`src/hw/bp_pkg.sv`:
```
package bp_pkg;

    typedef enum logic [2:0] {
        not_jump      = 3'd0,
        direct_jump   = 3'd1, // the only conditional kind
        ret           = 3'd4,
        indirect_jump = 3'd5,
        call          = 3'd6,
        jump          = 3'd7
    } branch_kind_t;

    // 2-bit saturating counter reset values
    localparam logic [1:0] weak_not_taken = 2'b01;
    localparam logic [1:0] strong_bimodal = 2'b00; // chooser takes gshare at 1x

    // fetch starts here
    localparam logic [29:0] reset_pc = 30'h0700_0000;

endpackage

```
`src/hw/bp_update_if.sv`:
```
`timescale 1ns/1ps

interface bp_update_if #(
    parameter int addr_width = 30
);
    import bp_pkg::*;

    logic                  update_en;
    logic [addr_width-1:0] pc_ex;
    branch_kind_t          kind_ex;
    logic                  taken_real;
    logic [addr_width-1:0] npc_ex;    // resolved target
    logic [addr_width-1:0] ret_pc_ex; // pushed on call

    modport source (
        output update_en, pc_ex, kind_ex, taken_real, npc_ex, ret_pc_ex
    );

    modport sink (
        input update_en, pc_ex, kind_ex, taken_real, npc_ex, ret_pc_ex
    );

endinterface

```
`src/hw/kind_table.sv`:
```
`timescale 1ns/1ps

module kind_table #(
    parameter int addr_width  = 30,
    parameter int index_width = 6
)(
    input  logic                  clk,
    input  logic                  rstn,
    input  logic [addr_width-1:0] pc_reg,
    bp_update_if.sink             upd,
    output bp_pkg::branch_kind_t  kind_pdc
);
    import bp_pkg::*;

    localparam int entries = 2 ** index_width;

    branch_kind_t           kinds [entries];
    logic [index_width-1:0] rd_idx;
    logic [index_width-1:0] wr_idx;

    assign rd_idx = pc_reg[index_width-1:0];
    assign wr_idx = upd.pc_ex[index_width-1:0];

    always_ff @(posedge clk) begin
        if (!rstn) begin
            for (int i = 0; i < entries; i++) begin
                kinds[i] <= not_jump;
            end
        end else if (upd.update_en) begin
            kinds[wr_idx] <= upd.kind_ex;
        end
    end

    // async read
    assign kind_pdc = kinds[rd_idx];

endmodule

```
`src/hw/global_history.sv`:
```
`timescale 1ns/1ps

module global_history #(
    parameter int ghr_width = 6
)(
    input  logic                 clk,
    input  logic                 rstn,
    bp_update_if.sink            upd,
    output logic [ghr_width-1:0] ghr
);
    import bp_pkg::*;

    logic shift_en;

    // committed conditional branches only
    assign shift_en = upd.update_en && (upd.kind_ex == direct_jump);

    always_ff @(posedge clk) begin
        if (!rstn) begin
            ghr <= '0;
        end else if (shift_en) begin
            ghr <= {ghr[ghr_width-2:0], upd.taken_real}; // newest at bit 0
        end
    end

endmodule

```
`src/hw/direction_predictor.sv`:
```
`timescale 1ns/1ps

module direction_predictor #(
    parameter int addr_width  = 30,
    parameter int index_width = 6,
    parameter int ghr_width   = 6
)(
    input  logic                  clk,
    input  logic                  rstn,
    input  logic [addr_width-1:0] pc_reg,
    input  bp_pkg::branch_kind_t  kind_pdc,
    bp_update_if.sink             upd,
    output logic                  taken_pdc
);
    import bp_pkg::*;

    localparam int entries = 2 ** index_width;

    logic [1:0] bim [entries];
    logic [1:0] gsh [entries];
    logic [1:0] cho [entries];

    logic [ghr_width-1:0]   ghr;
    logic [index_width-1:0] ghr_ext;
    logic [index_width-1:0] bim_idx;
    logic [index_width-1:0] gsh_idx;
    logic [index_width-1:0] u_bim_idx;
    logic [index_width-1:0] u_gsh_idx;
    logic [1:0]             chosen;
    logic [1:0]             u_bim_ctr;
    logic [1:0]             u_gsh_ctr;
    logic                   train;

    function automatic logic [1:0] sat_step(input logic [1:0] ctr, input logic up);
        logic [1:0] res;
        res = ctr;
        if (up && ctr != 2'b11) begin
            res = ctr + 2'd1;
        end else if (!up && ctr != 2'b00) begin
            res = ctr - 2'd1;
        end
        return res;
    endfunction

    global_history #(.ghr_width(ghr_width)) u_ghr (
        .clk  (clk),
        .rstn (rstn),
        .upd  (upd),
        .ghr  (ghr)
    );

    assign ghr_ext = index_width'(ghr);

    // lookup
    assign bim_idx = pc_reg[index_width-1:0];
    assign gsh_idx = bim_idx ^ ghr_ext;
    assign chosen  = cho[bim_idx][1] ? gsh[gsh_idx] : bim[bim_idx];

    always_comb begin
        case (kind_pdc)
            not_jump:    taken_pdc = 1'b0;
            direct_jump: taken_pdc = chosen[1];
            default:     taken_pdc = 1'b1; // unconditional kinds
        endcase
    end

    // read-modify-write training with the current history
    assign train     = upd.update_en && (upd.kind_ex == direct_jump);
    assign u_bim_idx = upd.pc_ex[index_width-1:0];
    assign u_gsh_idx = u_bim_idx ^ ghr_ext;
    assign u_bim_ctr = bim[u_bim_idx];
    assign u_gsh_ctr = gsh[u_gsh_idx];

    always_ff @(posedge clk) begin
        if (!rstn) begin
            for (int i = 0; i < entries; i++) begin
                bim[i] <= weak_not_taken;
                gsh[i] <= weak_not_taken;
                cho[i] <= strong_bimodal;
            end
        end else if (train) begin
            bim[u_bim_idx] <= sat_step(u_bim_ctr, upd.taken_real);
            gsh[u_gsh_idx] <= sat_step(u_gsh_ctr, upd.taken_real);
            if (u_bim_ctr[1] != u_gsh_ctr[1]) begin
                // step toward whichever was right
                cho[u_bim_idx] <= sat_step(cho[u_bim_idx], u_gsh_ctr[1] == upd.taken_real);
            end
        end
    end

endmodule

```
`src/hw/target_predictor.sv`:
```
`timescale 1ns/1ps

module target_predictor #(
    parameter int addr_width  = 30,
    parameter int index_width = 6,
    parameter int ras_depth   = 8
)(
    input  logic                  clk,
    input  logic                  rstn,
    input  logic [addr_width-1:0] pc_reg,
    input  bp_pkg::branch_kind_t  kind_pdc,
    input  logic                  taken_pdc,
    bp_update_if.sink             upd,
    output logic [addr_width-1:0] npc_pdc
);
    import bp_pkg::*;

    localparam int entries   = 2 ** index_width;
    localparam int tag_width = addr_width - index_width;
    localparam int ptr_width = (ras_depth > 1) ? $clog2(ras_depth) : 1;
    localparam int cnt_width = $clog2(ras_depth + 1);
    localparam logic [ptr_width-1:0] last_slot = ptr_width'(ras_depth - 1);
    localparam logic [cnt_width-1:0] full_cnt  = cnt_width'(ras_depth);

    logic                  btb_valid  [entries];
    logic [tag_width-1:0]  btb_tag    [entries];
    logic [addr_width-1:0] btb_target [entries];
    logic [addr_width-1:0] ras        [ras_depth];

    logic [ptr_width-1:0]   ras_ptr; // next free slot
    logic [cnt_width-1:0]   ras_cnt;
    logic [ptr_width-1:0]   ras_top_idx;
    logic [ptr_width-1:0]   ras_next;
    logic [index_width-1:0] rd_idx;
    logic [index_width-1:0] wr_idx;
    logic                   btb_hit;
    logic                   btb_write;
    logic                   push;
    logic                   pop;

    assign rd_idx  = pc_reg[index_width-1:0];
    assign wr_idx  = upd.pc_ex[index_width-1:0];
    assign btb_hit = btb_valid[rd_idx] && (btb_tag[rd_idx] == pc_reg[addr_width-1:index_width]);

    assign btb_write = upd.update_en && upd.taken_real &&
                       (upd.kind_ex != not_jump) && (upd.kind_ex != ret);
    assign push = upd.update_en && (upd.kind_ex == call);
    assign pop  = upd.update_en && (upd.kind_ex == ret) && (ras_cnt != '0);

    assign ras_next    = (ras_ptr == last_slot) ? '0 : ras_ptr + 1'b1;
    assign ras_top_idx = (ras_ptr == '0) ? last_slot : ras_ptr - 1'b1;

    always_ff @(posedge clk) begin
        if (!rstn) begin
            ras_ptr <= '0;
            ras_cnt <= '0;
            for (int i = 0; i < entries; i++) begin
                btb_valid[i] <= 1'b0;
            end
        end else begin
            if (btb_write) begin
                btb_valid[wr_idx] <= 1'b1;
            end
            if (push) begin
                ras_ptr <= ras_next; // full stack overwrites oldest
                if (ras_cnt != full_cnt) begin
                    ras_cnt <= ras_cnt + 1'b1;
                end
            end else if (pop) begin
                ras_ptr <= ras_top_idx;
                ras_cnt <= ras_cnt - 1'b1;
            end
        end
    end

    always_ff @(posedge clk) begin
        if (btb_write) begin
            btb_tag[wr_idx]    <= upd.pc_ex[addr_width-1:index_width];
            btb_target[wr_idx] <= upd.npc_ex;
        end
        if (push) begin
            ras[ras_ptr] <= upd.ret_pc_ex;
        end
    end

    always_comb begin
        npc_pdc = pc_reg + addr_width'(1);
        if (taken_pdc && (kind_pdc == ret) && (ras_cnt != '0)) begin
            npc_pdc = ras[ras_top_idx];
        end else if (taken_pdc && btb_hit) begin
            npc_pdc = btb_target[rd_idx];
        end
    end

endmodule

```
`src/hw/branch_predictor.sv`:
```
`timescale 1ns/1ps

module branch_predictor #(
    parameter int addr_width  = 30,
    parameter int index_width = 6,
    parameter int ghr_width   = 6, // keep <= index_width
    parameter int ras_depth   = 8
)(
    input  logic                  clk,
    input  logic                  rstn,
    input  logic [addr_width-1:0] pc,
    input  logic                  stall,
    output bp_pkg::branch_kind_t  kind_pdc,
    output logic                  taken_pdc,
    output logic [addr_width-1:0] npc_pdc,
    input  logic                  update_en,
    input  logic [addr_width-1:0] pc_ex,
    input  bp_pkg::branch_kind_t  kind_ex,
    input  logic                  taken_real,
    input  logic [addr_width-1:0] npc_ex,
    input  logic [addr_width-1:0] ret_pc_ex
);
    import bp_pkg::*;

    logic [addr_width-1:0] pc_reg;

    bp_update_if #(.addr_width(addr_width)) upd_bus ();

    assign upd_bus.update_en  = update_en;
    assign upd_bus.pc_ex      = pc_ex;
    assign upd_bus.kind_ex    = kind_ex;
    assign upd_bus.taken_real = taken_real;
    assign upd_bus.npc_ex     = npc_ex;
    assign upd_bus.ret_pc_ex  = ret_pc_ex;

    always_ff @(posedge clk) begin
        if (!rstn) begin
            pc_reg <= addr_width'(reset_pc);
        end else if (!stall) begin
            pc_reg <= pc;
        end
    end

    kind_table #(.addr_width(addr_width), .index_width(index_width)) u_kind (
        .clk      (clk),
        .rstn     (rstn),
        .pc_reg   (pc_reg),
        .upd      (upd_bus.sink),
        .kind_pdc (kind_pdc)
    );

    direction_predictor #(
        .addr_width  (addr_width),
        .index_width (index_width),
        .ghr_width   (ghr_width)
    ) u_dir (
        .clk       (clk),
        .rstn      (rstn),
        .pc_reg    (pc_reg),
        .kind_pdc  (kind_pdc),
        .upd       (upd_bus.sink),
        .taken_pdc (taken_pdc)
    );

    target_predictor #(
        .addr_width  (addr_width),
        .index_width (index_width),
        .ras_depth   (ras_depth)
    ) u_tgt (
        .clk       (clk),
        .rstn      (rstn),
        .pc_reg    (pc_reg),
        .kind_pdc  (kind_pdc),
        .taken_pdc (taken_pdc),
        .upd       (upd_bus.sink),
        .npc_pdc   (npc_pdc)
    );

endmodule

```
`config.mk`:
```
export PLATFORM = sky130hd
export DESIGN_NAME = branch_predictor
export DESIGN_NICKNAME = d
export VERILOG_FILES = /design/src/hw/bp_pkg.sv /design/src/hw/bp_update_if.sv /design/src/hw/kind_table.sv /design/src/hw/global_history.sv /design/src/hw/direction_predictor.sv /design/src/hw/target_predictor.sv /design/src/hw/branch_predictor.sv
export SDC_FILE = /design/constraint.sdc
export NUM_CORES = 2
export LEC_CHECK = 0
export BUFFER_PORTS_ARGS = -buffer_cell sky130_fd_sc_hd__buf_4
export CAP_MARGIN = 20
export CORE_MARGIN = 2
export CORE_UTILIZATION = 56
export CTS_CLUSTER_DIAMETER = 40
export DETAILED_ROUTE_END_ITERATION = 16
export PLACE_DENSITY = 0.75
export SYNTH_ARGS = -nofsm -noshare
export SYNTH_HDL_FRONTEND = slang
export SYNTH_MEMORY_MAX_BITS = 65536
export SYNTH_SLANG_ARGS = --single-unit
```
`constraint.sdc`:
```
create_clock -name clk -period 4.2 [get_ports clk]
set_input_delay 0.21 -clock clk [delete_from_list [all_inputs] [get_ports clk]]
set_output_delay 0.21 -clock clk [all_outputs]
set_load 0.01 [all_outputs]
```
=== Yosys cells after proc, flatten, opt, wreduce, memory -nomap -nowiden ===
Memories as Yosys holds them, arrays and structs flattened. A register that Yosys moved wholly into a read port is not among the register bits.
Index checks and enable logic that the tools add are counted.

* Bitwise operators: 2
* Eq/ne operators: 15
* Add/subtract/negate cells: 11
* Mux-type cells: 68
* Reduce and logical (&&, ||, !) cells: 33

{| class="wikitable"
|+ Operators by type and width
! kind !! count
|-
| $mux 6 || 17
|-
| $mux 30 || 2
|-
| $mux 2 || 17
|-
| $add 30x1->30 const B || 1
|-
| $eq 24x24->1 || 1
|-
| $mux 1 || 23
|-
| $logic_and 1x1->1 || 17
|-
| $mux 3 || 5
|-
| $eq 3x3->1 const B || 4
|-
| $mux 4 || 3
|-
| $xor 6x6->6 || 2
|-
| $ne 2x2->1 const B || 4
|-
| $reduce_bool 2->1 || 4
|-
| $add 2x1->2 const B || 3
|-
| $eq 3x1->1 const B || 2
|-
| $logic_not 3->1 || 2
|-
| $reduce_or 2->1 || 3
|-
| $sub 2x1->2 const B || 3
|-
| $add 4x1->4 const B || 1
|-
| $ne 4x4->1 const B || 1
|-
| $reduce_bool 4->1 || 1
|-
| $sub 4x1->4 const B || 1
|-
| $add 3x1->3 const B || 1
|-
| $ne 3x3->1 const B || 1
|-
| other kinds (9) || 10
|}

* Output and inout port bits: 34
* Input port bits: 128
* Register bits after elaboration: 43
* Word-level logic and storage cells: 141
* Memory bits (writable): 4336
* Memories kept: 8

{| class="wikitable"
|+ Memory list
! memory !! depth !! width !! rd ports !! clocked after Yosys merged registers in !! write ports !! line !! text
|-
| u_tgt.btb_target || 64 || 30 || 1 || 1 || 1 || target_predictor.sv:27 || <nowiki>logic [addr_width-1:0] btb_target [entries];</nowiki>
|-
| u_tgt.btb_tag || 64 || 24 || 1 || 1 || 1 || target_predictor.sv:26 || <nowiki>logic [tag_width-1:0] btb_tag [entries];</nowiki>
|-
| u_tgt.ras || 8 || 30 || 1 || 0 || 1 || target_predictor.sv:28 || <nowiki>logic [addr_width-1:0] ras [ras_depth];</nowiki>
|-
| u_kind.kinds || 64 || 3 || 1 || 1 || 64 || kind_table.sv:17 || <nowiki>branch_kind_t kinds [entries];</nowiki>
|-
| u_dir.bim || 64 || 2 || 2 || 1 || 64 || direction_predictor.sv:19 || <nowiki>logic [1:0] bim [entries];</nowiki>
|-
| u_dir.cho || 64 || 2 || 2 || 1 || 64 || direction_predictor.sv:21 || <nowiki>logic [1:0] cho [entries];</nowiki>
|-
| +2 memories || - || - || - || - || - || - ||
|}

=== Longest topological paths before layout ===
An unclocked memory read counts as a cell.

* Depth in word-level cells: 11
* Depth in mapped cells: 19
* Mapped depth without buffers: 14

=== Hierarchy ===
Synthesis repeated with hierarchy kept, for this count alone.

* Cells, all modules: 8925
* Area total of the unflattened synthesis: 176591.9 µm²

{| class="wikitable"
|+ Modules (own cells, without submodules)
! module !! cells each !! instances !! area each (µm²)
|-
| target_predictor || 6291 || 1 || 145259.3
|-
| direction_predictor || 1816 || 1 || 20938.8
|-
| kind_table || 700 || 1 || 8999.9
|-
| branch_predictor || 97 || 1 || 1163.6
|-
| global_history || 21 || 1 || 230.2
|}

=== Worst setup path after synthesis ===
Ideal clock, no wire load.

* Path type: input-to-reg
* Start: input pc_ex[1]
* End: memory u_tgt.btb_tag[10][0] (netlist name), enable pin
* Path slack: -0.315 ns
* Setup time: 0.468 ns
* Data arrival time: 4.047 ns
* Cell stages on the path: 6
* Buffers on the path: 3
* Data required time: 3.732 ns
* Cell sequence: clkbuf_1 -> clkbuf_1 -> nor3b_1 -> clkbuf_1 -> nand2_1 -> nor2_1

{| class="wikitable"
|+ RTL lines
! element !! line !! text
|-
| start, declared || branch_predictor.sv:17 || <nowiki>input logic [addr_width-1:0] pc_ex,</nowiki>
|-
| end, declared || target_predictor.sv:26 ||
|}

Straight into the memory's write port.

==> summary.txt <==
Synthesis
  • Number of synthesized flops with an enable pin: 4272
  • Register bit total from synthesis: 4385
  • Synthesized cell area: 176000 um2
  • Synth area leaders: edfxtp_1 73%, mux4_2 14%, mux2i_1 1.8%, dfxtp_1 1.3%, nand2_1 1.2%
  • Synth area leader: edfxtp_1
  • Avg Inst Size Synth: 19.5 um2
  • Unique masters post-synth: 76
  • Top-area cell type share of the netlist area: 0.729
  • Mapped Cells: 9041
  • FFs w/ async S/R, synth: 0
  • Syn_nets: 9183
  • Register area share after synthesis: 0.742
  • Commonest register cell after synthesis: edfxtp_1
  • Synth warn: 0

Floorplan
  • # IOs: 162
  • Row count: 205
  • Placeable Area: 312000 um2
  • Starting Density: 0.564
  • Die height: 564 um
  • Die area: 319000 um2
  • DIE WIDTH: 564 um

Worst setup path
  • RR Endpoint: u_dir.cho[1][1]
  • Worst setup SP type: flop
  • Crit Path Class: reg2out
  • Crit path DAT: 5.47 ns
  • Setup crit end kind: output port
  • Worst-path fanout max: 7
  • Critical Path RT: 3.99 ns
  • Reg2reg start: u_dir.u_ghr.ghr[1]
  • R2R depth: 14
  • Reg2Reg Setup Slack: 0.10 ns

Final layout
  • Final core utilization: 0.667
  • Largest registers: u_tgt.btb_target x1920, u_tgt.btb_tag x1536, u_tgt.ras x240
  • Max reg flops: 1920
  • Layout cells sized above 1: 0.294
  • Area growth syn-to-layout: 18.3%
  • Commonest non-fill, non-tap cell in the layout: edfxtp_1
  • Nets@finish: 10100
  • Commonest cells after routing, fill and taps aside: 4272 x edfxtp_1, 1107 x mux4_2, 684 x buf_4, 552 x nand2_1, 506 x clkbuf_16
  • Final Instance Area: 208000 um2
  • Top reg by flops: u_tgt.btb_target

Timing
  • Final hold violation count: 0
  • Post-route setup TNS: -43.56 ns
  • Slew @ Worst Pin: 1.27 ns
  • Setup violation total in the final timing report: 31
  • Final Skew: 0.0507 ns
  • Post-route setup slack: -1.48 ns
  • FMAX: 0.176 GHz
  • RSZ-0062 raised after global routing: true
  • Max-slew violations: 0
  • Slew HR: 0.149
  • Tmin final: 5.68 ns
  • Final cycle utilization of the critical path: 1.35

Routing
  • Final antenna-violating net count: 0
  • M1 WL: 182000 um
  • Via count: 104000
  • Final WL: 560000 um
  • Met2 WL post-DR: 257000 um
  • Drc violations: 0
  • Avg WL per Cell: 38.4 um
  • Initial DRT Pass Iterations: 9
  • Met3 wire len: 84300 um
  • Top Layer Used: met5
  • Initial drt markers: 19400
  • Vias per cell: 7.13

Pwr
  • Max VDD drop: 0.376 mV
  • Leakage: 66.7 nW
  • Tot Pwr: 99.1 mW
  • PD cells: 476 nW/um2

Global routing
  • Antenna violations before repair: 38
  • Total global routing overflow: 0
  • Largest net degree at the start of global routing: 134
  • Global-route wire length before repair: 771000 um
  • Tot GR Track Use: 0.348
  • Vias in the first global route: 101000

Clocking
  • CTS tree: done
  • CTS H-Tree Depth: 5
  • Worst-Skew Late Latency: 0.98 ns
  • # clock sinks: 4385
  • Num CTS Buffers: 484
  • Root Driver: clkbuf_16
  • Clock-pin slew of the registers on the worst-case setup and hold paths: 0.06 ns
  • CTS max path bufs: 4

Hold path
  • WHS Path Cells: 2
  • Min-Delay Path Class: in2reg
  • Hold path endpoint: u_tgt.ras[5][9]
  • Worst Hold Launch: ret_pc_ex[9]

Placed design
  • Detailed Place HPWL: 296000 um
  • Pre-CTS setup slack: -1.30 ns
  • Post-place instance area: 188000 um2
  • Number of buffers added on ports: 161
  • Final GP Congestion: 0.923

Outcome
  • Failing checks: setup timing
  • Status: finished with violations

Flow run
  • Max cap viols: 0
==> report_power, final <==
group | total [mW] | switching [mW] | leakage [nW] | internal [mW]
combinational | 7.22 | 4.41 | 19.3 | 2.80
sequential | 48.5 | 0.225 | 39.5 | 48.3
clock | 43.4 | 18.2 | 7.84 | 25.1
==> worst max-delay path, stage by stage, from the launching register on <==
cell	delay, ns
dfxtp_4	0.46
clkbuf_16	0.22
buf_6	0.10
mux4_2	0.48
mux4_2	0.52
nand2_2	0.11
nor4b_4	0.22
xor2_1	0.17
nand3b_1	0.13
or4_4	0.63
or4b_4	0.66
buf_6	0.21
o31ai_1	0.26
o22ai_1	0.12
buf_4	0.17
==> cell usage after synthesis, types with 113 or more instances <==
cell and count:
dfxtp_1 113, mux4_2 1107, nor2_1 415, edfxtp_1 4272, o22ai_1 139, buf_2 135
nand3_1 192, nand2_1 553, and3_1 206, clkbuf_1 414, mux2i_1 317, a22oi_1 120
==> cell type report <==
| cell class | instances | area, um2 |
|---|---|---|
| diodes | 26 | 65.1 |
| clock buffers | 558 | 12600 |
| clock inverters | 335 | 3700 |
| fillers | 18700 | 104000 |
| inverters | 15 | 61.3 |
| multi-input cells | 3979 | 43800 |
| flip-flops and latches | 4385 | 131000 |
| well taps | 4140 | 5180 |
| repair buffers | 1122 | 12100 |
==> kinds of logic (layout without fill, tap and decap cells) <==
group,after synthesis,in the layout,share of synthesized area
AND/OR/NAND/NOR,1657,1657,0.0438
buffers and inverters,677,2030,0.0175
multiplexers,1439,1439,0.161
adder cells (fa/ha/maj),14,14,0.00104
AO/OA/AOI/OAI,792,792,0.0310
XOR/XNOR,77,77,0.00388
flip-flops,4385,4385,0.742
other,0,26,0
==> timing repair <==
action | CTS | global route
pin swaps | 4 | 49
setup endpoints to repair | 34 | 283
setup buffers | 11 | 22
endpoints found under the hold margin | 3963 | 1
cloned | 10 | 15
hold buffers | 177 | 1
resized for setup | 67 | 116
==> metal layers <==
metal  vias up  track usage
met4        30        0.194
met2      9835        0.528
li1      39200            -
met1     52900        0.448
met3      1925        0.110
met5         -            0
==> stage by stage <==
stage	hold WS, ns	instances
after floorplan	0.309	9041
after detailed placement	0.443	13400
final	0.0262	14600
after CTS	0.00114	14500
after global placement	0.432	13400
after global routing	0.0489	14500
==> worst max path at each step <==
stage	from	endpoint	slack (ns)	cells after the start
floorplan	pc_ex[1]	u_tgt.btb_tag[10][0]	-0.31	6
global placement	flop	npc_pdc[5]	-1.30	16
detailed placement	flop	npc_pdc[16]	-1.30	17
CTS	flop	npc_pdc[16]	-1.40	15
global route	flop	npc_pdc[21]	-1.48	17
finish	flop	npc_pdc[17]	-1.48	14
(Power assumes the default switching activity.)
